## src/panel_pkg.sv

```systemverilog
/* Shared widths, opcodes and pipeline structs for the LED panel fill engine.
   Imported by every stage of the command pipeline. */
package panel_pkg;

    parameter int ROW_BITS = 5;         // Up to 32 rows
    parameter int COL_BITS = 6;         // Up to 64 columns
    parameter int BYTES_PER_PIXEL = 3;
    parameter int PIX_SEL_BITS = 2;

    // Command opcodes sent as the first byte of every command
    parameter logic [7:0] OP_FILL_PANEL = 8'h01;
    parameter logic [7:0] OP_FILL_RECT = 8'h02;

    typedef logic [ROW_BITS-1:0] row_t;
    typedef logic [COL_BITS-1:0] col_t;

    // Sizes carry one bit more than the address so a full panel edge fits
    typedef logic [ROW_BITS:0] row_cnt_t;
    typedef logic [COL_BITS:0] col_cnt_t;

    // First color byte received sits in the top byte
    typedef logic [8*BYTES_PER_PIXEL-1:0] color_t;

    typedef struct packed {
        col_t     x;        // Column origin
        row_t     y;        // Row origin
        col_cnt_t width;
        row_cnt_t height;
        color_t   color;
    } fill_job_t;

    typedef struct packed {
        row_t                    row;
        col_t                    column;
        logic [PIX_SEL_BITS-1:0] pixel;
        logic [7:0]              data;
    } pixel_write_t;

endpackage

```

## src/area_walker.sv

```systemverilog
/* Clips a fill job to the panel and emits one frame buffer byte write per
   cycle, row-major, with the three color bytes of each pixel in order. */
`timescale 1ns/1ps

module area_walker #(
    parameter int PANEL_WIDTH = 64,
    parameter int PANEL_HEIGHT = 32
) (
    input  logic                    clk,
    input  logic                    reset,
    input  panel_pkg::fill_job_t    job,
    input  logic                    job_valid,
    output panel_pkg::pixel_write_t wr,
    output logic                    wr_valid,
    output logic                    walk_done
);
    import panel_pkg::*;

    logic active;
    row_t row;
    col_t col;
    logic [PIX_SEL_BITS-1:0] sel;
    col_t x_start;
    col_cnt_t end_col;              // One past the last column
    row_cnt_t end_row;              // One past the last row
    color_t color;

    logic [COL_BITS+1:0] col_sum;
    logic [ROW_BITS+1:0] row_sum;
    logic empty;
    logic last_col, last_row, last_sel;

    always_comb begin
        col_sum = {2'b00, job.x} + {1'b0, job.width};
        row_sum = {2'b00, job.y} + {1'b0, job.height};
        empty = (job.width == '0) || (job.height == '0) ||
                (job.x >= PANEL_WIDTH) || (job.y >= PANEL_HEIGHT);
    end

    assign last_sel = (sel == PIX_SEL_BITS'(BYTES_PER_PIXEL - 1));
    assign last_col = (({1'b0, col} + 1'b1) == end_col);
    assign last_row = (({1'b0, row} + 1'b1) == end_row);

    always_ff @(posedge clk) begin
        if (reset) begin
            active <= 1'b0;
            walk_done <= 1'b0;
            row <= '0;
            col <= '0;
            sel <= '0;
        end else begin
            walk_done <= 1'b0;
            if (job_valid) begin
                if (empty) begin
                    walk_done <= 1'b1;  // Nothing to paint
                end else begin
                    active <= 1'b1;
                    row <= job.y;
                    col <= job.x;
                    sel <= '0;
                end
            end else if (active) begin
                if (last_sel) begin
                    sel <= '0;
                    if (last_col) begin
                        col <= x_start;
                        if (last_row) begin
                            active <= 1'b0;
                            walk_done <= 1'b1;
                        end else begin
                            row <= row + 1'b1;
                        end
                    end else begin
                        col <= col + 1'b1;
                    end
                end else begin
                    sel <= sel + 1'b1;
                end
            end
        end
    end

    // Clipped bounds and color are held for the whole walk
    always_ff @(posedge clk) begin
        if (job_valid) begin
            x_start <= job.x;
            color <= job.color;
            end_col <= (col_sum > PANEL_WIDTH) ? col_cnt_t'(PANEL_WIDTH) : col_sum[COL_BITS:0];
            end_row <= (row_sum > PANEL_HEIGHT) ? row_cnt_t'(PANEL_HEIGHT) : row_sum[ROW_BITS:0];
        end
    end

    always_comb begin
        wr.row = row;
        wr.column = col;
        wr.pixel = sel;
        case (sel)
            2'd0: wr.data = color[23:16];   // Most significant byte first
            2'd1: wr.data = color[15:8];
            default: wr.data = color[7:0];
        endcase
    end

    assign wr_valid = active;

    assert property (@(posedge clk) disable iff (reset)
        wr_valid |-> (wr.row < PANEL_HEIGHT) && (wr.column < PANEL_WIDTH) &&
                     (wr.pixel < BYTES_PER_PIXEL));

    // The decoder must wait for walk_done before issuing the next job
    assert property (@(posedge clk) disable iff (reset) job_valid |-> !active);

endmodule

```

## config.mk

```make
export PLATFORM = sky130hd
export DESIGN_NAME = area_walker
export DESIGN_NICKNAME = d
export VERILOG_FILES = /design/src/panel_pkg.sv /design/src/area_walker.sv
export SDC_FILE = /design/constraint.sdc
export NUM_CORES = 1
export LEC_CHECK = 0
export ABC_AREA = 1
export BUFFER_PORTS_ARGS = -buffer_cell sky130_fd_sc_hd__buf_4
export CORE_MARGIN = 1
export CORE_UTILIZATION = 54
export DETAILED_ROUTE_END_ITERATION = 12
export GPL_ROUTABILITY_DRIVEN = 0
export PLACE_DENSITY = 0.8
export SLEW_MARGIN = 30
export SYNTH_ARGS = -nofsm -noshare
export SYNTH_HDL_FRONTEND = slang
export SYNTH_SLANG_ARGS = --single-unit
export TNS_END_PERCENT = 5
```

## constraint.sdc

```tcl
create_clock -name clk -period 2.1 [get_ports clk]
set_input_delay 0.105 -clock clk [delete_from_list [all_inputs] [get_ports clk]]
set_output_delay 0.105 -clock clk [all_outputs]
set_load 0.005 [all_outputs]
```

# Word-level counts from Yosys, hierarchy flattened
# Cells that the tools add are included.
[totals]
regBits = 58
out_inout_bits = 23
[classes]
add_sub_neg = 7
order_cmp = 2
n_eq_ne = 6
mux = 28
n_reduce_logical = 10
[ops]
columns = ["op", "count"]
rows = [
  ["5-bit 2-to-1 mux", 6],
  ["6-bit 2-to-1 mux", 5],
  ["8-bit one-hot mux with 2 select lines", 1],
  ["1-bit 2-to-1 mux", 12],
  ["6-bit by 7-bit adder with 8-bit output", 1],
  ["8-bit by 7-bit > comparator with 1-bit output, second input constant", 1],
  ["2-bit 2-to-1 mux", 4],
  ["5-bit by 6-bit adder with 7-bit output", 1],
  ["6-bit by 1-bit adder with 7-bit output, second input constant", 1],
  ["7-bit == test", 1],
  ["7-bit by 6-bit > comparator with 1-bit output, second input constant", 1],
  ["7-bit zero test", 1],
  ["5-bit by 1-bit adder with 6-bit output, second input constant", 1],
  ["6-bit by 1-bit adder with 6-bit output, second input constant", 1],
  ["6-bit == test", 1],
  ["6-bit zero test", 1],
  ["2-bit nonzero test", 3],
  ["5-bit by 1-bit adder with 5-bit output, second input constant", 1],
  ["5-bit AND reduction", 1],
  ["2-bit != test, second input constant", 2],
  ["3-bit AND reduction", 1],
  ["2-bit by 1-bit adder with 2-bit output, second input constant", 1],
  ["2-bit by 1-bit == test with 1-bit output, second input constant", 1],
  ["2-bit == test, second input constant", 1],
  ["3 further kinds", 3],
]

# Logic depth before layout (Yosys ltp)
# Gate-level depths: netlist of run 1.
[depth]
word_depth = 7
ltp_mapped = 15
mapped_depth_nobuf = 15

# Worst setup path after synthesis of run 1
# OpenSTA, ideal clock, no wires.
[synth_path]
path_type = "reg2reg"
startpoint = "reg col[0]"
endpoint = "reg col[4]"
t_arrival_ns = 1.649
required_time_ns = 1.978
path_slack_ns = 0.329
stages_incl_launch_ff = 14
n_path_buf = 1
path_cell_list = "dfxtp_1 -> ha_1 -> nand2_2 -> clkinv_1 -> nand2_1 -> nand2_1 -> nand2_1 -> nand3_2 -> nor2_2 -> nand2_2 -> buf_6 -> or2_1 -> nand3_2 -> a21oi_2"
[synth_via]
elab_chain_len = 6
[synth_lines]
columns = ["element", "line_no", "rtl"]
rows = [
  ["start: declaration", "area_walker.sv:21", "col_t col;"],
  ["start signal: assignment", "area_walker.sv:59", "col <= job.x;"],
  ["start signal: assignment", "area_walker.sv:66", "col <= x_start;"],
  ["start signal: assignment", "area_walker.sv:74", "col <= col + 1'b1;"],
  ["6-bit by 1-bit adder with 7-bit output", "area_walker.sv:41", "assign last_col = (({1'b0, col} + 1'b1) == end_col);"],
  ["7-bit == test", "area_walker.sv:41", ""],
  ["6-bit 2-to-1 mux *", "area_walker.sv:65", "if (last_col) begin"],
  ["6-bit 2-to-1 mux *", "area_walker.sv:63", "if (last_sel) begin"],
  ["6-bit 2-to-1 mux *", "area_walker.sv:62", "end else if (active) begin"],
  ["6-bit 2-to-1 mux *", "area_walker.sv:53", "if (job_valid) begin"],
]
# Every way passes the cells marked *; elsewhere a longest branch is shown, timed or not. The select of a mux whose other input is x is not followed.
# A chain may end at the register's enable or synchronous reset.

# Final worst setup path of run 1
[layout_path]
startpoint = "in job[44] (netlist bit)"
endpoint = "reg end_col[4], data pin"
[layout_via]
elab_chain_len = 2
[layout_lines]
columns = ["element", "line_no", "rtl"]
rows = [
  ["start: declaration", "area_walker.sv:11", "input panel_pkg::fill_job_t job,"],
  ["6-bit by 7-bit adder with 8-bit output *", "area_walker.sv:34", "col_sum = {2'b00, job.x} + {1'b0, job.width};"],
  ["8-bit by 7-bit > comparator with 1-bit output", "area_walker.sv:88", "end_col <= (col_sum > PANEL_WIDTH) ? col_cnt_t'(PANEL_WIDTH) : col_sum[COL_BITS:0];"],
  ["end signal: assignment", "area_walker.sv:88", ""],
  ["end: declaration", "area_walker.sv:24", "col_cnt_t end_col;"],
]
# Every way passes the cells marked *; elsewhere a longest branch is shown, timed or not.

==> results of run 1 <==
[cell usage in the layout (no fill, tap or decap), drive strengths merged, types with 9 or more instances in the layout]
cell type    count
a21oi           21
buf             78
clkbuf           9
dfxtp           15
dlygate4sd3     31
edfxtp          43
ha              13
inv             48
nand2          125
nand3           46
nor2            46
o21ai           14
[worst max path at each step]
stage / slack, ns / cells past startpoint / startpoint / endpoint
2_1_floorplan: 0.33 / 13 / col[0] / col[4]
4_1_cts: 0.11 / 13 / job[43] / end_col[4]
6_report: 0.14 / 14 / job[44] / end_col[4]
3_3_place_gp: 0.18 / 9 / job[37] / end_row[2]
5_1_grt: 0.02 / 15 / col[0] / row[1]
3_5_place_dp: 0.11 / 9 / job[37] / end_row[0]
[layer usage]
| layer | vias up | global-route usage, % | routed length, um |
|---|---|---|---|
| li1 | 1566 | - | - |
| met1 | 1433 | 34.4 | 3490 |
| met2 | 115 | 49.8 | 4350 |
| met3 | 14 | 6.93 | 626 |
| met4 | 0 | 9.29 | 122 |
| met5 | - | 0 | 0 |
[kinds of logic (layout without fill, tap and decap cells)]
kind of cell,after synthesis,in the layout,share of synthesized area (%)
AOI/OAI and AO/OA,38,38,6.25
xor gates and xnor gates,8,8,2.10
adders and majority gates,15,15,6.07
buffers and inverters,56,173,6.63
DFF,58,58,47.6
and+or+nand+nor,234,234,31.3
[flip-flops by register name (all words and copies together), names as in the netlist]
signal     flops
x_start        6
end_row        6
wr_valid       1
end_col        7
color         24
walk_done      1
sel            2
row            5
col            6
[power breakdown]
| group | internal [mW] | switching (mW) | total, mW |
|---|---|---|---|
| sequential | 1.35 | 0.0643 | 1.41 |
| clock | 0.654 | 0.442 | 1.10 |
| combinational | 0.316 | 0.355 | 0.670 |
[cell type report]
class	instances	area share (%)
clock buffer	9	2.74
clock inverter	6	1.83
inverter	49	4.07
multi-input combinational	295	34.3
sequential	58	35.2
tap	75	2.08
timing repair buffer	109	19.8
[stage by stage]
step | instances | setup WS, ns | util [%]
3_3_place_gp | 555 | 0.182 | 66.9
5_1_grt | 601 | 0.0220 | 75.9
4_1_cts | 601 | 0.114 | 75.5
2_1_floorplan | 409 | 0.329 | -
6_report | 601 | 0.145 | 75.9
3_5_place_dp | 555 | 0.114 | 66.9
[repair_timing]
item                                   CTS  global route
gates resized for setup                  0             5
endpoints found under the hold margin   34             0
hold buffers                            31             0
setup endpoints to repair                0             4
==> impl_metrics.ini, run 1 <==
[final_layout]
final_design_area_no_fill_sq_um = 4520
fillers = 406
layout-drive-gt1-share_pct = 22.6
ff_latch_area_sq_um = 1590
fin_nets = 588
diodes = 0
area_delta_synth_final_pct = 35.4
multi_input_area_sq_um = 1550

[die]
die_x_um = 80.7
coreArea_sq_um = 5960
io_pins = 74
row_count = 28
dieArea_sq_um = 6510
initial_core_util_pct = 56.1
die_h_um = 80.7

[logic_synthesis]
netlist_top_cells_count = nand2_1 (119), inv_1 (46), edfxtp_1 (43)
synth.distinct_cells = 31
yosys_warnings = 0
synth_enable_flop_cells = 43
synth_area_per_cell_sq_um = 8.17
synth_fp_nets = 475
yosysMostFrequentCell = nand2_1
ys_seq_area_share_pct = 47.6
synth_seq_cells = 58
synth_area_sq_um = 3340
async_flop_share_pct = 0
synth-main-ff-cell = edfxtp_1
syn_inst = 409
synth_area_leaders = edfxtp_1 (39%), nand2_1 (13%), dfxtp_1 (9.0%)
yosys.area.top_type_share_pct = 38.7
synth_top_cell_by_area = edfxtp_1

[critical_path]
crit_type = primary input to flip-flop
slowest_delay_ns = 0.54
worstSetupStartpointType = primary input
worst-path-buf-inv = 3
reg2reg_slack_ns = 0.23
reg2reg_from = col[0]
worst-endpoint-arrival_ns = 2.04
worstReg2RegEnd = col[2]
cp_common_cell = nand2_1
crit_path_end_kind = flip-flop
ff2ff_path_depth = 12
crit_chain = dlygate4sd3_1, buf_4, ha_4, nand3_1, nand2_1, nand2_1, nand2_1, nand2_1, nand2_1, o21ai_0, o211ai_1, nand2_1, inv_2, nor2_1
critPathSlowestCell = dlygate4sd3_1
cp.required_ns = 2.18
path_max_fanout = 4
path_delay_family = buffers and inverters

[global_routing]
track_usage_pct = 28.6
antenna_found_initial = 0
grt_max_degree = 43
grt_pass1_wl_um = 13600
grt-ovfl-total = 0
grt_pass1_vias = 3004

[route]
routed_wl_um = 8590
viasPerCell = 5.20
vias = 3128
drt.antenna.violating_nets = 0
wl_per_cell_um = 14.3
dr.pass1.iters = 4
drtIter0Drc = 225
drc = 0

[cts]
clock_sinks = 58
cts_tree = built
cts_max_level = 3
clock_latency_ns = 0.34
cts_inserted_buffers = 9
postCtsSetupRepairBufs = 0
root_buffer = clkbuf_8
clk_path_buf_depth = 2
clk_pin_slew_worst_paths_ns = 0.07

[timing]
period_minus_slack_ns = 1.96
rsz0062_at_grt = no
post-route-period-util_pct = 93.1
tns_ns = 0
drv_slew = 0
clock_skew_ns = 0.00649
fmax_mhz = 511
setup_viol_count_final = 0
hold_violations = 0
whs_ns = 0.117
worstMarginPinSlew_ns = 0.639
slew_headroom_pct = 57.2

[placed_design]
portBuffers = 73
place_hpwl_um = 5800
place_area_sq_um = 3980

[power_and_ir_drop]
p_total_mw = 3.18
peakVddDrop_mv = 0.695
p_per_area_nw_per_um2 = 703
leakagePower_nw = 2.09

[hold_path]
hold_path_depth = 1
hold_end = end_row[1]
holdCritStartpoint = job_valid
min-delay-path-class = primary input to flip-flop

[job]
drv_cap = 0

[run_status]
status = finished clean
Power figures use the tool's default switching activity.
==> run 2, diff against run 1 <==
--- a/config.mk
+++ b/config.mk
@@ -12,6 +12,7 @@
 export DETAILED_ROUTE_END_ITERATION = 12
 export GPL_ROUTABILITY_DRIVEN = 0
 export PLACE_DENSITY = 0.8
+export REMOVE_ABC_BUFFERS = 1
 export SLEW_MARGIN = 30
 export SYNTH_ARGS = -nofsm -noshare
 export SYNTH_HDL_FRONTEND = slang
==> constraint.sdc (replaced) <==
create_clock -name clk -period 2.1 [get_ports clk]
set_input_delay 0.63 -clock clk [delete_from_list [all_inputs] [get_ports clk]]
set_output_delay 0.63 -clock clk [all_outputs]
set_load 0.005 [all_outputs]
==> run 2 against run 1 <==
- setup slack got worse by 0.086 ns
- register-to-register slack got worse by 0.05 ns
- cell count fell by 0.17%
- sequential share of layout area rose by 0.75 points
- critical path depth fell by 1
- non-clock buffer count fell by 2
- count of clock-buffer cells in the layout rose by 3
- global-route usage fell by 4.4 points
- total power fell by 6.7%
- critical endpoint is now end_col[0]
- largest cell class unchanged
- largest power group unchanged
==> impl_metrics.ini, run 2 (synthesized netlist as in run 1, its figures left out) <==
[run_status]
status = finished clean

[critical_path]
worstSetupStartpointType = primary input
crit_type = primary input to flip-flop
worst-endpoint-arrival_ns = 2.13
path_max_fanout = 4
crit_path_end_kind = flip-flop
cp.required_ns = 2.19

[global_routing]
grt-ovfl-total = 0
grt_pass1_vias = 2785
track_usage_pct = 24.2
grt_pass1_wl_um = 11800
grt_max_degree = 25
antenna_found_initial = 0

[cts]
root_buffer = clkbuf_8
cts_tree = built
clock_latency_ns = 0.33
cts_hold_buf = 0
cts_max_level = 3
cts_inserted_buffers = 9
clk_pin_slew_worst_paths_ns = 0.06
clock_sinks = 58
clk_path_buf_depth = 2

[power_and_ir_drop]
peakVddDrop_mv = 0.435
p_seq_share_pct = 47.4
sw_frac_of_total_pct = 27.8
p_int_mw = 2.14
leakagePower_nw = 2.10
pwr-share-clk_pct = 28.9
power.switching_mw = 0.824
pwr-share-comb_pct = 23.7
p_per_area_nw_per_um2 = 670
p_total_mw = 2.96

[die]
dieArea_sq_um = 6510
coreArea_sq_um = 5960
initial_core_util_pct = 56.1
row_count = 28
die_x_um = 80.7
io_pins = 74
die_h_um = 80.7

[route]
wl_per_cell_um = 12.7
viasPerCell = 5.05
drc = 0
drt.antenna.violating_nets = 0
vias = 3027
routed_wl_um = 7590
dr.pass1.iters = 4
drtIter0Drc = 136

[final_layout]
layout-drive-gt1-share_pct = 29.0
layout_commonest_cell = nand2_1
top_regs = color x24, end_col x7
largest_reg_flops = 24
final_cell_mix = nand2_1 (119), buf_4 (105), inv_1 (45)
diodes = 0
largest-register = color
fin_nets = 586
final_cells = 600
area_delta_synth_final_pct = 32.5

[timing]
worstMarginPinSlew_ns = 0.528
slew_headroom_pct = 64.8
hold_violations = 0
post-route-period-util_pct = 97.2
period_minus_slack_ns = 2.04
fmax_mhz = 490
drv_slew = 0
setup_viol_count_final = 0
rsz0062_at_grt = yes
whs_ns = 0.472
clock_skew_ns = 0.00648
layout_setup_ws_ns = 0.0587

[placed_design]
place_hpwl_um = 5780
portBuffers = 73
dpl.cell_count = 583
dp_slack_ns = -0.425

[hold_path]
min-delay-path-class = primary input to flip-flop

[job]
drv_cap = 0
==> run 2: routing by layer <==
layer / part of all wire [%] / global-route usage (%) / vias up
li1: - / - / 1564
met4: 2.0 / 11.1 / 0
met3: 5.4 / 5.23 / 15
met2: 49 / 41.4 / 93
met1: 44 / 28.8 / 1355
met5: 0 / 0 / -
==> run 2: timing repair <==
| action | 4_1_cts | 5_1_grt |
|---|---|---|
| setup buffers | 0 | 1 |
| pin swaps | 0 | 8 |
| endpoints found under the setup margin | 4 | 14 |
| resized for setup | 2 | 15 |
==> run 2: final cells by class <==
| cell class | count | area (sq um) |
|---|---|---|
| clock buffer | 12 | 145 |
| clock inverter | 4 | 18.8 |
| fill | 449 | 1530 |
| inverter | 49 | 184 |
| multi-input combinational | 295 | 1580 |
| sequential | 58 | 1590 |
| tap | 75 | 93.8 |
| timing repair buffer | 107 | 811 |
==> run 2: worst paths after layout <==
path | cells past startpoint | from | endpoint | slack [ns]
worst max-delay path | 13 | job[42] | end_col[0] | 0.06
worst min-delay path | 1 | job[10] | color[10] | 0.47
worst max register to register | 12 | col[0] | col[1] | 0.18
worst min register to register | 2 | wr_valid | wr_valid | 0.48
==> run 2: per-stage QoR <==
stage	setup TNS (ns)	area (sq um)	util, %
final	0	4430	74.3
after global routing	-0.253	4430	74.3
after CTS	0	4360	73.2
after detailed placement	-3.74	4190	70.4
after global placement	-2.84	4190	70.4
after floorplan	-1.07	3300	-
==> run 2: critical path: stages <==
cell,delay [ns]
buf_6,0.10
ha_4,0.15
fa_2,0.37
nand3_2,0.09
nand3_2,0.10
nand2_1,0.10
nand2_1,0.05
nand2_1,0.08
o21ai_1,0.08
o211ai_1,0.13
nand2_1,0.11
inv_2,0.10
nor2_1,0.05
==> run 2: power groups by stage <==
stage	Sequential, mW	Combinational (mW)	Clock, mW
4_1_cts	1.40	0.674	0.873
2_1_floorplan	1.42	0.342	0
3_3_place_gp	1.42	0.648	0
6_report	1.41	0.702	0.857
5_1_grt	1.42	0.788	0.915
3_5_place_dp	1.43	0.669	0
==> run 3, diff against run 2 <==
--- a/config.mk
+++ b/config.mk
@@ -11,7 +11,7 @@
 export CORE_UTILIZATION = 54
 export DETAILED_ROUTE_END_ITERATION = 12
 export GPL_ROUTABILITY_DRIVEN = 0
-export PLACE_DENSITY = 0.8
+export PLACE_DENSITY = 0.78
 export REMOVE_ABC_BUFFERS = 1
 export SLEW_MARGIN = 30
 export SYNTH_ARGS = -nofsm -noshare
==> run 3 against run 2 <==
- flip-flop and latch count unchanged
- via count increased by 1.9%
- sequential power about the same
- routed wire length increased by 0.18%
- critical path depth unchanged
- sequential share of layout area increased by 0.19 points
- first-iteration DRC count increased by 8.1%
- total power decreased by 1.5%
- fmax decreased by 1.0%
- core utilization decreased by 0.40 points
- critical path type unchanged
- highest routed layer unchanged
==> impl_metrics.ini, run 3 (synthesized netlist as in run 1, its figures left out) <==
[critical_path]
cp_common_cell = nand2_1
crit_cells = 13
critPathSlowestCell = ha_1
worst-endpoint-arrival_ns = 2.25
worstSetupStartpointType = primary input
path_max_fanout = 4
ff2ff_path_depth = 12
reg2reg_slack_ns = 0.19
path_delay_family = simple AND/OR/NAND/NOR gates
crit_chain = buf_4, ha_1, a21oi_1, nand2_1, nand2_1, nand2_1, nand2_1, nand2_1, xnor2_1, nand3_1, nand2_1, inv_2, nor2_1
worst-path-buf-inv = 2
slowest_delay_ns = 0.37
crit_path_end_kind = flip-flop
cp.required_ns = 2.29
crit_type = primary input to flip-flop

[cts]
root_buffer = clkbuf_8
clk_path_buf_depth = 2
cts_max_level = 3
clk_pin_slew_worst_paths_ns = 0.06
clock_latency_ns = 0.33
cts_hold_buf = 0
cts_tree = built
cts_inserted_buffers = 9
clock_sinks = 58

[route]
viasPerCell = 5.15
drc = 0
routed_wl_um = 7610
wl_per_cell_um = 12.7
dr.pass1.iters = 4
vias = 3084
drtIter0Drc = 147
drt.antenna.violating_nets = 0

[die]
dieArea_sq_um = 6510
io_pins = 74
coreArea_sq_um = 5960
initial_core_util_pct = 56.1
die_x_um = 80.7
die_h_um = 80.7
row_count = 28

[timing]
drv_slew = 0
period_minus_slack_ns = 2.06
slew_headroom_pct = 65.1
worstMarginPinSlew_ns = 0.523
setup_viol_count_final = 0
fmax_mhz = 485
post-route-period-util_pct = 98.2
whs_ns = 0.470
clock_skew_ns = 0.00518
hold_violations = 0
layout_setup_ws_ns = 0.0379

[global_routing]
grt_pass1_wl_um = 11900
grt_pass1_vias = 2855
grt_max_degree = 26
track_usage_pct = 24.3
grt-ovfl-total = 0
antenna_found_initial = 0

[final_layout]
top_regs = color x24, end_col x7
area_delta_synth_final_pct = 31.8
diodes = 0
fin_nets = 585
largest-register = color
fillers = 454
final_cell_mix = nand2_1 (119), buf_4 (106), inv_1 (45)
layout_commonest_cell = nand2_1
largest_reg_flops = 24
final_cells = 599
layout-drive-gt1-share_pct = 28.6

[placed_design]
dp_slack_ns = -0.391
dpl.cell_count = 583
portBuffers = 73
place_hpwl_um = 5760

[hold_path]
min-delay-path-class = primary input to flip-flop
hold_path_depth = 1

[power_and_ir_drop]
leakagePower_nw = 2.09
peakVddDrop_mv = 0.396
p_per_area_nw_per_um2 = 663

[run_status]
status = finished clean

[job]
drv_cap = 0
==> run 3: changes by cell type in the layout (fill, tap and decap cells not counted), sizes merged <==
cell	delta
buf	-1
==> run 3: worst paths after layout <==
| kind | startpoint | end |
|---|---|---|
| min reg2reg | wr_valid | wr_valid |
| max | job[32] | end_col[0] |
| min | job[0] | color[0] |
| max reg2reg | col[0] | col[4] |
==> run 3: final cells by class <==
type / instances / area [sq um] / area share (%)
inverters: 49 / 184 / 4.18
repair buffers: 106 / 796 / 18.1
clock inverters: 4 / 18.8 / 0.426
flip-flops and latches: 58 / 1590 / 36.1
well taps: 75 / 93.8 / 2.13
clock buffers: 12 / 135 / 3.07
multi-input cells: 295 / 1590 / 36.0
==> run 3: routing by layer <==
metal	part of all wire [%]	vias up	track usage, %
li1	-	1567	-
met1	41	1376	27.0
met2	49	122	43.1
met3	7.7	19	4.43
met4	2.2	0	13.9
met5	0	-	0
==> run 3: timing repair <==
item | CTS | global route
pin swaps | 0 | 6
setup buffers | 0 | 0
endpoints found under the setup margin | 5 | 11
hold endpoints to repair | 0 | 0
resized for setup | 1 | 14
==> run 3: stage by stage <==
stage	instance area, sq um	total power [mW]	util, %	TNS (ns)
after detailed placement	4190	2.10	70.4	-3.53
final	4400	2.92	73.9	0
after CTS	4350	2.91	73.0	-0.00964
after floorplan	3300	1.76	-	-1.07
after global placement	4190	2.08	70.4	-2.87
after global routing	4400	3.07	73.9	-0.308
==> run 3: power by group <==
part / internal [mW] / switching [mW]
sequential: 1.35 / 0.0573
clock: 0.418 / 0.396
combinational: 0.344 / 0.359
total: 2.11 / 0.812
