### config.mk
export PLATFORM = sky130hd
export DESIGN_NAME = cmd_decode
export DESIGN_NICKNAME = d
export VERILOG_FILES = /design/src/panel_pkg.sv /design/src/cmd_decode.sv
export SDC_FILE = /design/constraint.sdc
export NUM_CORES = 1
export LEC_CHECK = 0
export ABC_AREA = 1
export BUFFER_PORTS_ARGS = -buffer_cell sky130_fd_sc_hd__buf_2
export CAP_MARGIN = 25
export CORE_MARGIN = 5
export CORE_UTILIZATION = 38
export CTS_BUF_LIST = sky130_fd_sc_hd__clkbuf_8 sky130_fd_sc_hd__clkbuf_16
export CTS_CLUSTER_SIZE = 8
export DETAILED_ROUTE_END_ITERATION = 8
export PLACE_DENSITY = 0.72
export SLEW_MARGIN = 20
export SYNTH_ARGS = -nofsm -noshare
export SYNTH_HDL_FRONTEND = slang
export SYNTH_SLANG_ARGS = --single-unit
### constraint.sdc
create_clock -name clk -period 2.05 [get_ports clk]
set_clock_uncertainty 0.2 [all_clocks]
set_input_delay 0.41 -clock clk [delete_from_list [all_inputs] [get_ports clk]]
set_output_delay 0.41 -clock clk [all_outputs]
set_load 0.01 [all_outputs]
### src/panel_pkg.sv
/* Shared widths, opcodes and pipeline structs for the LED panel fill engine.
   Imported by every stage of the command pipeline. */
package panel_pkg;

    parameter int ROW_BITS = 5;         // Up to 32 rows
    parameter int COL_BITS = 6;         // Up to 64 columns
    parameter int BYTES_PER_PIXEL = 3;
    parameter int PIX_SEL_BITS = 2;

    // Command opcodes sent as the first byte of every command
    parameter logic [7:0] OP_FILL_PANEL = 8'h01;
    parameter logic [7:0] OP_FILL_RECT = 8'h02;

    typedef logic [ROW_BITS-1:0] row_t;
    typedef logic [COL_BITS-1:0] col_t;

    // Sizes carry one bit more than the address so a full panel edge fits
    typedef logic [ROW_BITS:0] row_cnt_t;
    typedef logic [COL_BITS:0] col_cnt_t;

    // First color byte received sits in the top byte
    typedef logic [8*BYTES_PER_PIXEL-1:0] color_t;

    typedef struct packed {
        col_t     x;        // Column origin
        row_t     y;        // Row origin
        col_cnt_t width;
        row_cnt_t height;
        color_t   color;
    } fill_job_t;

    typedef struct packed {
        row_t                    row;
        col_t                    column;
        logic [PIX_SEL_BITS-1:0] pixel;
        logic [7:0]              data;
    } pixel_write_t;

endpackage

### src/cmd_decode.sv
/* Byte-serial command decoder for the fill engine. Collects one fill command
   from the host and hands a single fill job to the area walker. */
`timescale 1ns/1ps

module cmd_decode #(
    parameter int PANEL_WIDTH = 64,
    parameter int PANEL_HEIGHT = 32
) (
    input  logic                 clk,
    input  logic                 reset,
    input  logic [7:0]           data_in,
    input  logic                 data_valid,
    input  logic                 walk_done,
    output logic                 ready,
    output panel_pkg::fill_job_t job,
    output logic                 job_valid
);
    import panel_pkg::*;

    typedef enum logic [1:0] {
        S_OPCODE,
        S_GEOM,
        S_COLOR,
        S_BUSY
    } state_t;

    state_t state;
    logic [1:0] remaining;          // Bytes still expected in this phase minus one
    logic [7:0] x_raw, y_raw, w_raw, h_raw;
    color_t color;

    assign ready = (state != S_BUSY);

    always_ff @(posedge clk) begin
        if (reset) begin
            state <= S_OPCODE;
            remaining <= '0;
            job_valid <= 1'b0;
        end else begin
            job_valid <= 1'b0;
            case (state)
                S_OPCODE: begin
                    if (data_valid) begin
                        if (data_in == OP_FILL_PANEL) begin
                            state <= S_COLOR;
                            remaining <= 2'(BYTES_PER_PIXEL - 1);
                        end else if (data_in == OP_FILL_RECT) begin
                            state <= S_GEOM;
                            remaining <= 2'd3;
                        end
                    end
                end
                S_GEOM: begin
                    if (data_valid) begin
                        remaining <= remaining - 2'd1;
                        if (remaining == 2'd0) begin
                            state <= S_COLOR;
                            remaining <= 2'(BYTES_PER_PIXEL - 1);
                        end
                    end
                end
                S_COLOR: begin
                    if (data_valid) begin
                        remaining <= remaining - 2'd1;
                        if (remaining == 2'd0) begin
                            state <= S_BUSY;
                            job_valid <= 1'b1;
                        end
                    end
                end
                default: begin
                    if (walk_done) state <= S_OPCODE;
                end
            endcase
        end
    end

    // Command payload capture
    always_ff @(posedge clk) begin
        if (state == S_OPCODE && data_valid && data_in == OP_FILL_PANEL) begin
            x_raw <= 8'd0;
            y_raw <= 8'd0;
            w_raw <= 8'(PANEL_WIDTH);
            h_raw <= 8'(PANEL_HEIGHT);
        end
        if (state == S_GEOM && data_valid) begin
            case (remaining)
                2'd3: x_raw <= data_in;
                2'd2: y_raw <= data_in;
                2'd1: w_raw <= data_in;
                default: h_raw <= data_in;
            endcase
        end
        if (state == S_COLOR && data_valid) color <= {color[8*BYTES_PER_PIXEL-9:0], data_in};
    end

    // An origin off the panel becomes an empty job, and sizes saturate at the panel edge
    always_comb begin
        job.x = x_raw[COL_BITS-1:0];
        job.y = y_raw[ROW_BITS-1:0];
        if (x_raw >= PANEL_WIDTH)
            job.width = '0;
        else if (w_raw > PANEL_WIDTH)
            job.width = col_cnt_t'(PANEL_WIDTH);
        else
            job.width = col_cnt_t'(w_raw);
        if (y_raw >= PANEL_HEIGHT)
            job.height = '0;
        else if (h_raw > PANEL_HEIGHT)
            job.height = row_cnt_t'(PANEL_HEIGHT);
        else
            job.height = row_cnt_t'(h_raw);
        job.color = color;
    end

    // The walker reports back only for the one job in flight, never in the issue cycle
    assert property (@(posedge clk) disable iff (reset)
        walk_done |-> (state == S_BUSY) && !job_valid);

endmodule

Yosys cells after proc, flatten, opt, wreduce, memory -nomap -nowiden

Index checks and enable logic that the tools add are counted.

Register bits: 61
Input port bits: 12
Output and inout port bits: 50

Equality and inequality tests: 14
Bitwise gates (word level): 2
Reduce and logical (&&, ||, !) cells: 12
Order comparisons: 4
$add $sub $neg: 1
Multiplexer cells: 33

Operators by type and width:

| cell                                                                                | count |
|---|---|
| 8-bit 2-to-1 mux                                                                    | 12 |
| 2-bit 2-to-1 mux                                                                    | 14 |
| 7-bit 2-to-1 mux                                                                    | 2 |
| 6-bit 2-to-1 mux                                                                    | 2 |
| 2-bit != test, second input constant                                                | 6 |
| 2-bit one-hot mux with 3 select lines                                               | 2 |
| 8-bit by 1-bit == test with 1-bit output, second input constant                     | 1 |
| 8-bit by 2-bit == test with 1-bit output, second input constant                     | 1 |
| 8-bit by 6-bit greater-or-equal comparator with 1-bit output, second input constant | 1 |
| 8-bit by 7-bit greater-or-equal comparator with 1-bit output, second input constant | 1 |
| 8-bit by 6-bit > comparator with 1-bit output, second input constant                | 1 |
| 8-bit by 7-bit > comparator with 1-bit output, second input constant                | 1 |
| 7-bit AND reduction                                                                 | 1 |
| 2-bit == test, second input constant                                                | 3 |
| 3-bit OR reduction                                                                  | 2 |
| 5-bit AND reduction                                                                 | 1 |
| 2-bit by 1-bit == test with 1-bit output, second input constant                     | 2 |
| 1-bit logical AND                                                                   | 4 |
| 2-bit zero test                                                                     | 2 |
| 4-bit nonzero test                                                                  | 1 |
| 3-bit != test, second input constant                                                | 1 |
| 3-bit nonzero test                                                                  | 1 |
| 1-bit NOT                                                                           | 2 |
| 2-bit by 1-bit subtractor with 2-bit output, second input constant                  | 1 |
| 1-bit 2-to-1 mux                                                                    | 1 |

Depth between registers and ports, before layout

Gate-level depths: netlist of the first run.

Depth after elaboration: 6
Mapped depth: 9
Gate-level depth less buffers: 9

Worst setup path after synthesis of the first run

OpenSTA, ideal clock, no wires.

Path type: register to register
From: register state[0]
To: register color[0], enable pin
Required time: 1.471 ns
Clock period less this slack: 1.728 ns
Stages on the path, launching flop included: 5
Path buffers: 0
Setup time: 0.379 ns
Arrival: 1.149 ns
Setup slack: 0.322 ns
Cell sequence: dfxtp_1 > inv_1 > ha_1 > nand2_1 > inv_1

Longest elaborated chain between the ends: 2

RTL lines:

| element                  | RTL line         | text |
|---|---|---|
| start: declaration       | cmd_decode.sv:27 | `state_t state;` |
| start signal: assignment | cmd_decode.sv:36 | `state <= S_OPCODE;` |
| start signal: assignment | cmd_decode.sv:45 | `state <= S_COLOR;` |
| start signal: assignment | cmd_decode.sv:48 | `state <= S_GEOM;` |
| 2-bit == test            | cmd_decode.sv:94 | `if (state == S_COLOR && data_valid) color <= {color[8*BYTES_PER_PIXEL-9:0], data_in};` |
| 1-bit logical AND        | cmd_decode.sv:94 |  |
| end signal: assignment   | cmd_decode.sv:94 |  |
| end: declaration         | cmd_decode.sv:30 | `color_t color;` |

Every way passes these cells.
A chain may end at the register's enable or synchronous reset.

==> reports/qor.txt, run 1 <==
ROUTING
---------------------------------------------------------------------------------
DRT iter0 DRCs .....................................................          107
Average via count per standard cell ................................        4.863
First-pass iteration count of the detailed router ..................            6
Post-route DRC .....................................................            0
Routed length per instance .........................................     13.48 um
Antenna Violating Nets Remaining ...................................            0
Count of vias placed by the detailed router ........................         1994
Sum of routed wire length over all layers ..........................      5527 um

MIN PATH
---------------------------------------------------------------------------------
Hold path cells ....................................................            2
Worst hold-check path type ......................................... input pin to flop
Origin of the worst min-delay path .................................        reset
Sink of the worst hold path ........................................ remaining[1]

FINAL LAYOUT
---------------------------------------------------------------------------------
Commonest non-fill, non-tap cells in the layout .................... sky130_fd_sc_hd__buf_2, sky130_fd_sc_hd__nand3_1, sky130_fd_sc_hd__dfxtp_1
Number of filler instances in the final layout .....................          625
Number of antenna diodes ...........................................            0
Total non-filler cell area in the finished layout ..................     3184 um2
Commonest non-fill, non-tap cell in the layout ..................... sky130_fd_sc_hd__buf_2
Share of the core filled with cells ................................       0.4766
Fraction of final layout cells sized beyond drive strength 1 .......       0.3576
Nets ...............................................................          347
Layout area overhead ...............................................       24.33%
Finished Layout Cells ..............................................          410

POWER AND IR DROP
---------------------------------------------------------------------------------
PwrDens ............................................................  1290 nW/um2
Leakage component of the power .....................................     1.389 nW
Worst-case vdd ir drop .............................................    0.4934 mV

SETUP PATH
---------------------------------------------------------------------------------
Reg2Reg Capture Point ..............................................     state[0]
Maximum fanout encountered on the critical timing path .............            4
Cells on worst reg2reg path ........................................            8
CP Launch Type .....................................................         flop
Critical Path Sink Type ............................................ primary output
Reg-to-reg slack, setup ............................................      0.23 ns
Required time of the critical path .................................      1.44 ns
Arrival time worst endpoint ........................................      1.46 ns
Worst setup path class ............................................. flop to primary output
Worst reg2reg startpoint ...........................................     state[1]

SYNTHESIS
---------------------------------------------------------------------------------
Flop and latch count out of synthesis ..............................           61
Count of different cell masters after synthesis ....................           26
Sequential element share of the synthesized area ...................       0.5706
Number of standard cells after synthesis ...........................          264
Net Count, Synth ...................................................          286
Netlist area before placement ......................................     2561 um2
Share of Yosys cell area claimed by the top area cell type .........       0.2892
Area contributors post-synth ....................................... sky130_fd_sc_hd__dfxtp_1, sky130_fd_sc_hd__edfxtp_1, sky130_fd_sc_hd__nand3_1
YS warnings ........................................................            0
Mean instance size in the synthesized netlist ......................    9.702 um2
Library cell occupying the most area in the post-synthesis netlist . sky130_fd_sc_hd__dfxtp_1

STA
---------------------------------------------------------------------------------
Setup TNS ..........................................................  -0.07249 ns
Max_slew headroom ..................................................       0.6652
Tightest Pin Transition ............................................    0.5010 ns
Setup repair after global routing missed its margin ................         true
Final setup violating endpoints ....................................            4
Share of the clock period used by the worst path after layout ......        1.012
Final max-slew violation count .....................................            0
PnR worst setup slack ..............................................  -0.02417 ns
Final worst path period need .......................................     2.074 ns
Final Hold Violating Endpoints .....................................            0
Worst hold margin ..................................................   0.03809 ns
Highest attainable clock frequency .................................    482.1 MHz

RUN
---------------------------------------------------------------------------------
Max cap viols ......................................................            0

DIE
---------------------------------------------------------------------------------
Number of I/O pins .................................................           62
Initial core utilization ...........................................       0.3833
Standard-cell rows .................................................           30
Chip height ........................................................     92.10 um
DIE AREA ...........................................................     8481 um2
Area of the core region ............................................     6681 um2
Horiz. Die Dim .....................................................     92.10 um

CTS
---------------------------------------------------------------------------------
Clock transition at path regs ......................................      0.07 ns
Clock latency on the worst-skew pair ...............................      0.34 ns
Clock root buffer .................................................. sky130_fd_sc_hd__clkbuf_8
Total number of clock tree sinks ...................................           61
Number of buffers on the longest clock path ........................            2
TritonCTS Buffers ..................................................            9
H-tree lvl count ...................................................            3
Clock tree from TritonCTS ..........................................          yes

GRT
---------------------------------------------------------------------------------
Number of antenna violations at the first check in global routing ..            0
Maximum number of pins on one net before global-route repair .......           29
Overall routing resource usage .....................................       0.1330
Global-route wire length before repair .............................      8749 um
Overall overflow remaining after global route ......................            0
Vias in the first global route .....................................         1807

PLACEMENT
---------------------------------------------------------------------------------
Placed cells .......................................................          394
Detail Placement HPWL ..............................................      3993 um
Standard cell area after detailed placement ........................     2912 um2
Routability Congestion .............................................       0.8252
Port-buffer cells ..................................................           61

OUTCOME
---------------------------------------------------------------------------------
Outcome ............................................................ complete, but fails checks
Failing checks ..................................................... negative setup slack

==> through the flow <==
stage	setup WS (ns)	total power [mW]
finish	-0.02417	4.108
global route	-0.1206	4.406
CTS	-0.002287	4.016
detailed placement	0.2581	2.933
global placement	0.2918	2.899
floorplan	0.3219	2.583
==> where the power goes <==
group	switching (mW)	total, mW	internal (mW)
registers	0.195	1.74	1.54
clock network	0.475	1.07	0.591
logic	0.783	1.31	0.523
total	1.45	4.11	2.66
==> logic make-up (layout without fill, tap and decap cells) <==
logic type / Yosys count / in the layout / synth area share
adders and majority gates: 10 / 10 / 0.04885
buffers and inverters: 46 / 112 / 0.09428
AOI/OAI and AO/OA: 47 / 47 / 0.1001
DFF: 61 / 61 / 0.5706
and+or+nand+nor: 100 / 100 / 0.1861
==> routing by layer <==
layer / vias up / share of wire / global-route usage
met5: - / 0 / 0
met4: 0 / 0.019 / 0.05941
met3: 10 / 0.069 / 0.05086
met1: 907 / 0.45 / 0.1654
met2: 64 / 0.46 / 0.2044
li1: 1013 / - / -
==> flip-flops by register name, summed over array words and instances (netlist names) <==
| register | flops |
|---|---|
| color | 24 |
| h_raw | 8 |
| w_raw | 8 |
| x_raw | 8 |
| y_raw | 8 |
| remaining | 2 |
| state | 2 |
| job_valid | 1 |
==> Yosys cell counts <==
library cell               instances
sky130_fd_sc_hd__nor3_2            1
sky130_fd_sc_hd__nand3_1          36
sky130_fd_sc_hd__buf_4            11
sky130_fd_sc_hd__inv_1            18
sky130_fd_sc_hd__a21oi_1           9
sky130_fd_sc_hd__o21ai_0           3
sky130_fd_sc_hd__nor4_1            2
sky130_fd_sc_hd__inv_2             9
sky130_fd_sc_hd__or2_2             1
sky130_fd_sc_hd__o21ai_1          31
sky130_fd_sc_hd__a21oi_2           1
sky130_fd_sc_hd__clkbuf_1          1
sky130_fd_sc_hd__nand4_2           1
sky130_fd_sc_hd__nor3_1            6
sky130_fd_sc_hd__nand3_2           1
sky130_fd_sc_hd__nor2_4            2
sky130_fd_sc_hd__buf_2             4
sky130_fd_sc_hd__nor2_1           20
sky130_fd_sc_hd__a22oi_1           1
sky130_fd_sc_hd__nand2_1          28
sky130_fd_sc_hd__dfxtp_1          37
sky130_fd_sc_hd__ha_1             10
sky130_fd_sc_hd__a31oi_2           2
sky130_fd_sc_hd__nand2_2           2
sky130_fd_sc_hd__buf_6             3
sky130_fd_sc_hd__edfxtp_1         24
==> layout make-up <==
| cell class | instances | area (um2) | share of cell area |
|---|---|---|---|
| flip-flops and latches | 61 | 1464 | 0.4597 |
| well taps | 80 | 100.1 | 0.03143 |
| clock buffers | 10 | 137.6 | 0.04322 |
| inverters | 27 | 101.3 | 0.03183 |
| clock inverters | 6 | 61.31 | 0.01925 |
| multi-input cells | 157 | 929.6 | 0.2919 |
| repair buffers | 69 | 390.4 | 0.1226 |
==> worst max-delay path by stage <==
stage	start	end	cells past startpoint
2_1_floorplan	state[0]	color[0]	4
3_3_place_gp	state[1]	state[0]	8
3_5_place_dp	state[1]	state[0]	8
4_1_cts	h_raw[3]	job[25]	4
5_1_grt	h_raw[3]	job[27]	4
6_report	h_raw[3]	job[24]	4
==> critical path, cell delays in order, from the launching register on <==
cell and delay [ns]:
sky130_fd_sc_hd__dfxtp_2 0.34, sky130_fd_sc_hd__nor4_2 0.28, sky130_fd_sc_hd__nand3_1 0.20, sky130_fd_sc_hd__a21oi_1 0.17, sky130_fd_sc_hd__buf_2 0.14
==> repair_timing <==
| action | CTS | global route |
|---|---|---|
| endpoints found under the hold margin | 0 | 0 |
| buffers inserted | 0 | 0 |
| resized for setup | 2 | 14 |
| pin swaps | 2 | 4 |
| cloned | 0 | 0 |
| hold buffers | 0 | 0 |
| setup endpoints to repair | 7 | 9 |
(Power assumes the default switching activity.)
==> inputs of run 2 (changes only) <==
--- a/constraint.sdc
+++ b/constraint.sdc
@@ -3,3 +3,3 @@
 set_input_delay 0.41 -clock clk [delete_from_list [all_inputs] [get_ports clk]]
 set_output_delay 0.41 -clock clk [all_outputs]
-set_load 0.01 [all_outputs]
+set_load 0.1 [all_outputs]
==> run 2 against run 1 <==
  * The flow still finishes with violations (negative setup slack)
  * Setup slack lost 0.11 ns
  * Routed wire length down 0.96%
  * Non-clock buffer count decreased by 1
  * Via count decreased by 2.1%
  * Critical path type unchanged
  * Largest cell class unchanged
==> reports/qor.txt, run 2 (synthesized netlist as in run 1, its figures left out) <==
STA
--------------------------------------------------------------------------------
PnR worst setup slack .............................................   -0.1300 ns   -0.1059 ns
Final Hold Violating Endpoints ....................................            0   unchanged
Tightest Pin Transition ...........................................    0.5064 ns   +0.005373 ns
Final worst path period need ......................................     2.180 ns   +0.1059 ns
Final setup violating endpoints ...................................            8   +4
Highest attainable clock frequency ................................    458.7 MHz   -4.9%
Max_slew headroom .................................................       0.6616   -0.003591
Setup repair after global routing missed its margin ...............         true
Worst hold margin .................................................   0.03871 ns   +0.0006164 ns
Share of the clock period used by the worst path after layout .....        1.063   +0.05164
Final max-slew violation count ....................................            0   unchanged

CTS
--------------------------------------------------------------------------------
TritonCTS Buffers .................................................            9   unchanged
Clock transition at path regs .....................................      0.06 ns   about the same
Clock root buffer ................................................. sky130_fd_sc_hd__clkbuf_8
Clock tree from TritonCTS .........................................          yes
H-tree lvl count ..................................................            3   unchanged
Total number of clock tree sinks ..................................           61   unchanged
Number of buffers on the longest clock path .......................            2   unchanged
Clock latency on the worst-skew pair ..............................      0.33 ns   about the same

FINAL LAYOUT
--------------------------------------------------------------------------------
Number of filler instances in the final layout ....................          605   -3.2%
Largest Register ..................................................        color
Layout area overhead ..............................................       36.64%
Fraction of final layout cells sized beyond drive strength 1 ......       0.3951   +0.03756
Number of antenna diodes ..........................................            0   unchanged
Commonest non-fill, non-tap cells in the layout ................... sky130_fd_sc_hd__buf_2, sky130_fd_sc_hd__nand3_1, sky130_fd_sc_hd__o21ai_1, sky130_fd_sc_hd__dfxtp_1, sky130_fd_sc_hd__nand2_1
Total non-filler cell area in the finished layout .................     3500 um2   +9.9%
Nets ..............................................................          346   -0.29%
Max FFs per register ..............................................           24   unchanged
Area used by multi-input combinational logic ......................     1069 um2   +15%
Commonest non-fill, non-tap cell in the layout .................... sky130_fd_sc_hd__buf_2
Register area .....................................................     1469 um2   +0.34%

GRT
--------------------------------------------------------------------------------
Global-route wire length before repair ............................      8866 um   +1.3%
Maximum number of pins on one net before global-route repair ......           33   +14%
Overall routing resource usage ....................................       0.1372   +0.004204
Number of antenna violations at the first check in global routing .            0   unchanged
Vias in the first global route ....................................         1816   +0.50%
Overall overflow remaining after global route .....................            0   unchanged

RUN
--------------------------------------------------------------------------------
Max cap viols .....................................................            0   unchanged

ROUTING
--------------------------------------------------------------------------------
Average via count per standard cell ...............................        4.775   -1.8%
Routed length per instance ........................................     13.38 um   -0.72%
Post-route DRC ....................................................            0   unchanged
Count of vias placed by the detailed router .......................         1953   -2.1%
DRT iter0 DRCs ....................................................           70   -35%
Antenna Violating Nets Remaining ..................................            0   unchanged
First-pass iteration count of the detailed router .................            4   -2
Sum of routed wire length over all layers .........................      5474 um   -0.96%

DIE
--------------------------------------------------------------------------------
Initial core utilization ..........................................       0.3833   unchanged
Area of the core region ...........................................     6681 um2   unchanged
DIE AREA ..........................................................     8481 um2   unchanged
Number of I/O pins ................................................           62   unchanged
Horiz. Die Dim ....................................................     92.10 um   unchanged
Standard-cell rows ................................................           30   unchanged
Chip height .......................................................     92.10 um   unchanged

POWER AND IR DROP
--------------------------------------------------------------------------------
Leakage component of the power ....................................     1.440 nW   +3.7%
Overall Power .....................................................     5.568 mW   +36%
Worst-case vdd ir drop ............................................    0.4156 mV   -16%
PwrDens ...........................................................  1591 nW/um2   +23%

SETUP PATH
--------------------------------------------------------------------------------
Cells on worst reg2reg path .......................................            8   unchanged
Reg2Reg Capture Point .............................................     state[0]
Required time of the critical path ................................      1.44 ns   about the same
CP Launch Type ....................................................         flop
Arrival time worst endpoint .......................................      1.57 ns   +0.11 ns
Maximum fanout encountered on the critical timing path ............            4   unchanged
Worst reg2reg startpoint ..........................................     state[1]
Critical Path Sink Type ........................................... primary output
Reg-to-reg slack, setup ...........................................      0.21 ns   -0.02 ns
Worst setup path class ............................................ flop to primary output

OUTCOME
--------------------------------------------------------------------------------
Failing checks .................................................... negative setup slack
Outcome ........................................................... complete, but fails checks

PLACEMENT
--------------------------------------------------------------------------------
Standard cell area after detailed placement .......................     3187 um2   +9.5%
Worst setup slack before clock tree synthesis .....................    0.1913 ns   -0.06679 ns
Port-buffer cells .................................................           61   unchanged
Routability Congestion ............................................       0.8179   -0.88%
Detail Placement HPWL .............................................      3988 um   -0.14%

MIN PATH
--------------------------------------------------------------------------------
Origin of the worst min-delay path ................................        reset
Hold path cells ...................................................            2   unchanged
Sink of the worst hold path ....................................... remaining[1]
Worst hold-check path type ........................................ input pin to flop

run 2: routing by layer:
| metal | GRT usage | up-vias | wire length, um |
|---|---|---|---|
| li1 | - | 1009 | - |
| met1 | 0.1589 | 884 | 2451 |
| met2 | 0.2202 | 50 | 2614 |
| met3 | 0.04758 | 10 | 281 |
| met4 | 0.07797 | 0 | 126 |
| met5 | 0 | - | 0 |
run 2: layout make-up:
type                    count  area share
inverters                  27     0.02896
well taps                  80     0.02860
multi-input cells         157      0.3053
clock buffers              10     0.03933
flip-flops and latches     61      0.4197
repair buffers             68      0.1623
clock inverters             6     0.01573
run 2: worst max-delay path by stage:
stage	startpoint	to	slack, ns	depth (start not counted)
global placement	h_raw[3]	job[26]	0.21	4
floorplan	h_raw[3]	job[24]	-0.28	3
CTS	h_raw[0]	job[27]	-0.14	4
detailed placement	h_raw[3]	job[27]	0.19	4
global route	h_raw[3]	job[24]	-0.20	4
finish	h_raw[3]	job[24]	-0.13	4
run 2: timing repair:
item,4_1_cts,5_1_grt
endpoints found under the setup margin,10,11
buffers inserted,1,0
gates resized for setup,10,14
hold buffers,0,0
pin swaps,3,8
run 2: worst max-delay path, cell delays in order (launching register included):
cell and delay (ns):
sky130_fd_sc_hd__dfxtp_2 0.34, sky130_fd_sc_hd__nor4_4 0.31, sky130_fd_sc_hd__nand3_4 0.19, sky130_fd_sc_hd__a21oi_4 0.21, sky130_fd_sc_hd__buf_12 0.19
run 2: power by group:
| group | total [mW] | switching, mW | internal (mW) |
|---|---|---|---|
| Combinational | 2.80 | 1.99 | 0.809 |
| Clock | 1.02 | 0.444 | 0.581 |
| Sequential | 1.75 | 0.199 | 1.55 |
| Total | 5.57 | 2.63 | 2.94 |
run 2: stage by stage:
step                      cells  setup TNS [ns]  utilization
after global placement      392               0       0.4770
after floorplan             264          -1.635            -
after detailed placement    392               0       0.4770
final                       409         -0.7449       0.5238
after global routing        409          -1.425       0.5238
after CTS                   409         -0.9083       0.5137
==> inputs of run 3 (changes only) <==
- ABC_AREA: 1 -> not set
- CORE_UTILIZATION: 38 -> 29
- PLACE_DENSITY: 0.72 -> 0.61
==> run 3 against run 2 <==
  * The flow still finishes with violations (negative setup slack)
  * Sequential power fell by 14%
  * Synthesized area fell by 6.8%
  * Critical path depth rose by 1
  * Combinational power fell by 49%
  * Design area fell by 5.0%
  * Maximum frequency fell by 11%
  * First-iteration DRC count rose by 26%
  * Register-to-register slack got worse by 0.07 ns
  * Clock power barely moved
  * Setup slack got worse by 0.28 ns
  * Utilization fell by 11 points
  * Critical path type unchanged
  * Highest routed layer unchanged
==> reports/qor.txt, run 3 <==
SETUP PATH
---------------------------------------------------------------------------------
Required time of the critical path .................................      1.44 ns   about the same
CP Launch Type .....................................................         flop
Arrival time worst endpoint ........................................      1.85 ns   +0.28 ns
Cells on worst reg2reg path ........................................            6   -2
Maximum fanout encountered on the critical timing path .............            5   +1
Critical Path Sink Type ............................................ primary output
Worst setup path class ............................................. flop to primary output

STA
---------------------------------------------------------------------------------
Final Hold Violating Endpoints .....................................            0   unchanged
PnR worst setup slack ..............................................   -0.4095 ns   -0.2794 ns
Tightest Pin Transition ............................................    0.5023 ns   -0.004105 ns
Setup TNS ..........................................................    -2.248 ns   -1.504 ns
Setup repair after global routing missed its margin ................         true
Highest attainable clock frequency .................................    406.6 MHz   -11%
Share of the clock period used by the worst path after layout ......        1.200   +0.1363
Max_slew headroom ..................................................       0.6674   +0.005858
Final max-slew violation count .....................................            0   unchanged
Final setup violating endpoints ....................................           11   +3
Final worst path period need .......................................     2.459 ns   +0.2794 ns

SYNTHESIS
---------------------------------------------------------------------------------
Leading post-synthesis cells by instance count ..................... sky130_fd_sc_hd__dfxtp_1, sky130_fd_sc_hd__a22o_1, sky130_fd_sc_hd__edfxtp_1
Leading register cell type out of synthesis ........................ sky130_fd_sc_hd__dfxtp_1
Flop and latch count out of synthesis ..............................           61   unchanged
Net Count, Synth ...................................................          210   -27%
YS warnings ........................................................            0   unchanged
Mean instance size in the synthesized netlist ......................    12.69 um2   +31%
Most frequent cell after synthesis ................................. sky130_fd_sc_hd__dfxtp_1
Number of standard cells after synthesis ...........................          188   -29%
Library cell occupying the most area in the post-synthesis netlist . sky130_fd_sc_hd__dfxtp_1
Count of different cell masters after synthesis ....................           34   +31%
Async S/R FF share, synth ..........................................            0   unchanged
Area contributors post-synth ....................................... sky130_fd_sc_hd__dfxtp_1, sky130_fd_sc_hd__edfxtp_1, sky130_fd_sc_hd__a22o_1
Netlist area before placement ......................................     2386 um2   -6.8%
Sequential element share of the synthesized area ...................       0.6125   +0.04189
Number of synthesized flops with an enable pin .....................           24   unchanged
Share of Yosys cell area claimed by the top area cell type .........       0.3104   +0.02123

FINAL LAYOUT
---------------------------------------------------------------------------------
Commonest non-fill, non-tap cell in the layout ..................... sky130_fd_sc_hd__buf_2
Nets ...............................................................          284   -18%
Total non-filler cell area in the finished layout ..................     3326 um2   -5.0%
Share of the core filled with cells ................................       0.4089   -0.1149
Layout area overhead ...............................................       39.38%
Number of antenna diodes ...........................................            0   unchanged
Max FFs per register ...............................................           24   unchanged
Fraction of final layout cells sized beyond drive strength 1 .......       0.4494   +0.05430
Largest Register ...................................................        color
Commonest non-fill, non-tap cells in the layout .................... sky130_fd_sc_hd__buf_2, sky130_fd_sc_hd__dfxtp_1, sky130_fd_sc_hd__a22o_1

POWER AND IR DROP
---------------------------------------------------------------------------------
Leakage component of the power .....................................     1.439 nW   -0.10%
Overall Power ......................................................     3.980 mW   -29%
Worst-case vdd ir drop .............................................    0.5742 mV   +38%
PwrDens ............................................................  1197 nW/um2   -25%

DIE
---------------------------------------------------------------------------------
Number of I/O pins .................................................           62   unchanged
Area of the core region ............................................     8134 um2   +22%
Initial core utilization ...........................................       0.2933   -0.08999
Chip height ........................................................     100.7 um   +9.3%
DIE AREA ...........................................................    10140 um2   +20%
Standard-cell rows .................................................           33   +10%
Horiz. Die Dim .....................................................     100.7 um   +9.3%

GRT
---------------------------------------------------------------------------------
Overall overflow remaining after global route ......................            0   unchanged
Number of antenna violations at the first check in global routing ..            0   unchanged
Overall routing resource usage .....................................       0.1156   -0.02164
Global-route wire length before repair .............................      8825 um   -0.46%
Maximum number of pins on one net before global-route repair .......           26   -21%
Vias in the first global route .....................................         1689   -7.0%

ROUTING
---------------------------------------------------------------------------------
Routed length per instance .........................................     15.45 um   +15%
Post-route DRC .....................................................            0   unchanged
Sum of routed wire length over all layers ..........................      5746 um   +5.0%
First-pass iteration count of the detailed router ..................            4   unchanged
Average via count per standard cell ................................        4.637   -2.9%
DRT iter0 DRCs .....................................................           88   +26%
Antenna Violating Nets Remaining ...................................            0   unchanged
Count of vias placed by the detailed router ........................         1725   -12%

CTS
---------------------------------------------------------------------------------
Number of buffers on the longest clock path ........................            2   unchanged
Clock latency on the worst-skew pair ...............................      0.34 ns   about the same
Clock tree from TritonCTS ..........................................          yes
Postcts setup bufs .................................................            0   -1
Hold-fix buffers at CTS ............................................            0   unchanged
H-tree lvl count ...................................................            3   unchanged
Clock root buffer .................................................. sky130_fd_sc_hd__clkbuf_8
Clock transition at path regs ......................................      0.06 ns   about the same
Total number of clock tree sinks ...................................           61   unchanged
TritonCTS Buffers ..................................................            9   unchanged

PLACEMENT
---------------------------------------------------------------------------------
Port-buffer cells ..................................................           61   unchanged
Detail Placement HPWL ..............................................      4211 um   +5.6%
Routability Congestion .............................................       0.7922   -3.1%
Standard cell area after detailed placement ........................     3065 um2   -3.8%

OUTCOME
---------------------------------------------------------------------------------
Failing checks ..................................................... negative setup slack
Outcome ............................................................ complete, but fails checks

MIN PATH
---------------------------------------------------------------------------------
Worst hold-check path type ......................................... input pin to flop
Hold path cells ....................................................            2   unchanged

RUN
---------------------------------------------------------------------------------
Max cap viols ......................................................            0   unchanged

==> run 3: cell count changes in the layout (fill, tap and decap cells not counted), sizes merged, moves of 2 or more <==
| cell | change |
|---|---|
| nor3 | -6 |
| a22o | +30 |
| o21ai | -32 |
| nor2b | +3 |
| and3 | +8 |
| nand3 | -37 |
| nor2 | -11 |
| a31oi | -2 |
| buf | +9 |
| nand2 | -30 |
| a21oi | -3 |
| and2 | +11 |
| mux2i | +2 |
| inv | -16 |
==> run 3: final timing paths <==
path	end	from	slack (ns)
setup / recovery	job[24]	h_raw[2]	-0.41
hold / removal	state[1]	reset	0.09
setup reg to reg	state[0]	state[0]	0.14
hold reg to reg	color[12]	color[4]	0.24
==> run 3: logic make-up after synthesis <==
kind of cell | Yosys count | synth area share
AOI/OAI and AO/OA | 48 | 0.1605
xor gates and xnor gates | 1 | 0.003671
adders and majority gates | 10 | 0.05244
buffers and inverters | 24 | 0.05506
DFF | 61 | 0.6125
muxes | 2 | 0.008390
and+or+nand+nor | 42 | 0.1075
==> run 3: metal layers <==
metal,vias to the layer above,share of wire,track usage
met5,-,0,0
met4,0,0.023,0.07461
met3,12,0.082,0.03460
met2,54,0.46,0.1752
met1,821,0.43,0.1421
li1,838,-,-
==> run 3: layout make-up <==
cell class,count,area [um2]
Fill cell,755,4808
Sequential cell,61,1466
Multi-Input combinational cell,103,883.3
Timing Repair Buffer,78,618.1
Clock buffer,10,137.6
Tap cell,105,131.4
Clock inverter,6,55.05
Inverter,9,33.78
==> run 3: timing repair <==
item | CTS | global route
setup endpoints to repair | 11 | 18
gates resized for setup | 17 | 7
pin swaps | 6 | 3
==> run 3: per-stage QoR <==
stage | instances | hold slack, ns | worst slack [ns]
floorplan | 188 | 0.2431 | -0.3530
global placement | 356 | 0.2290 | -0.04258
detailed placement | 356 | 0.2319 | -0.06634
CTS | 372 | 0.08053 | -0.3966
global route | 372 | 0.09193 | -0.4799
finish | 372 | 0.08520 | -0.4095
==> run 3: worst max-delay path: stages (launching register included) <==
cell                      delay, ns
sky130_fd_sc_hd__dfxtp_1       0.31
sky130_fd_sc_hd__or4_1         0.52
sky130_fd_sc_hd__o21ai_1       0.15
sky130_fd_sc_hd__and3_4        0.22
sky130_fd_sc_hd__and2_4        0.16
sky130_fd_sc_hd__buf_12        0.16
==> run 3: where the power goes <==
part	switching [mW]	internal [mW]
Clock	0.459	0.585
Combinational	0.860	0.579
Sequential	0.104	1.39
Total	1.42	2.56
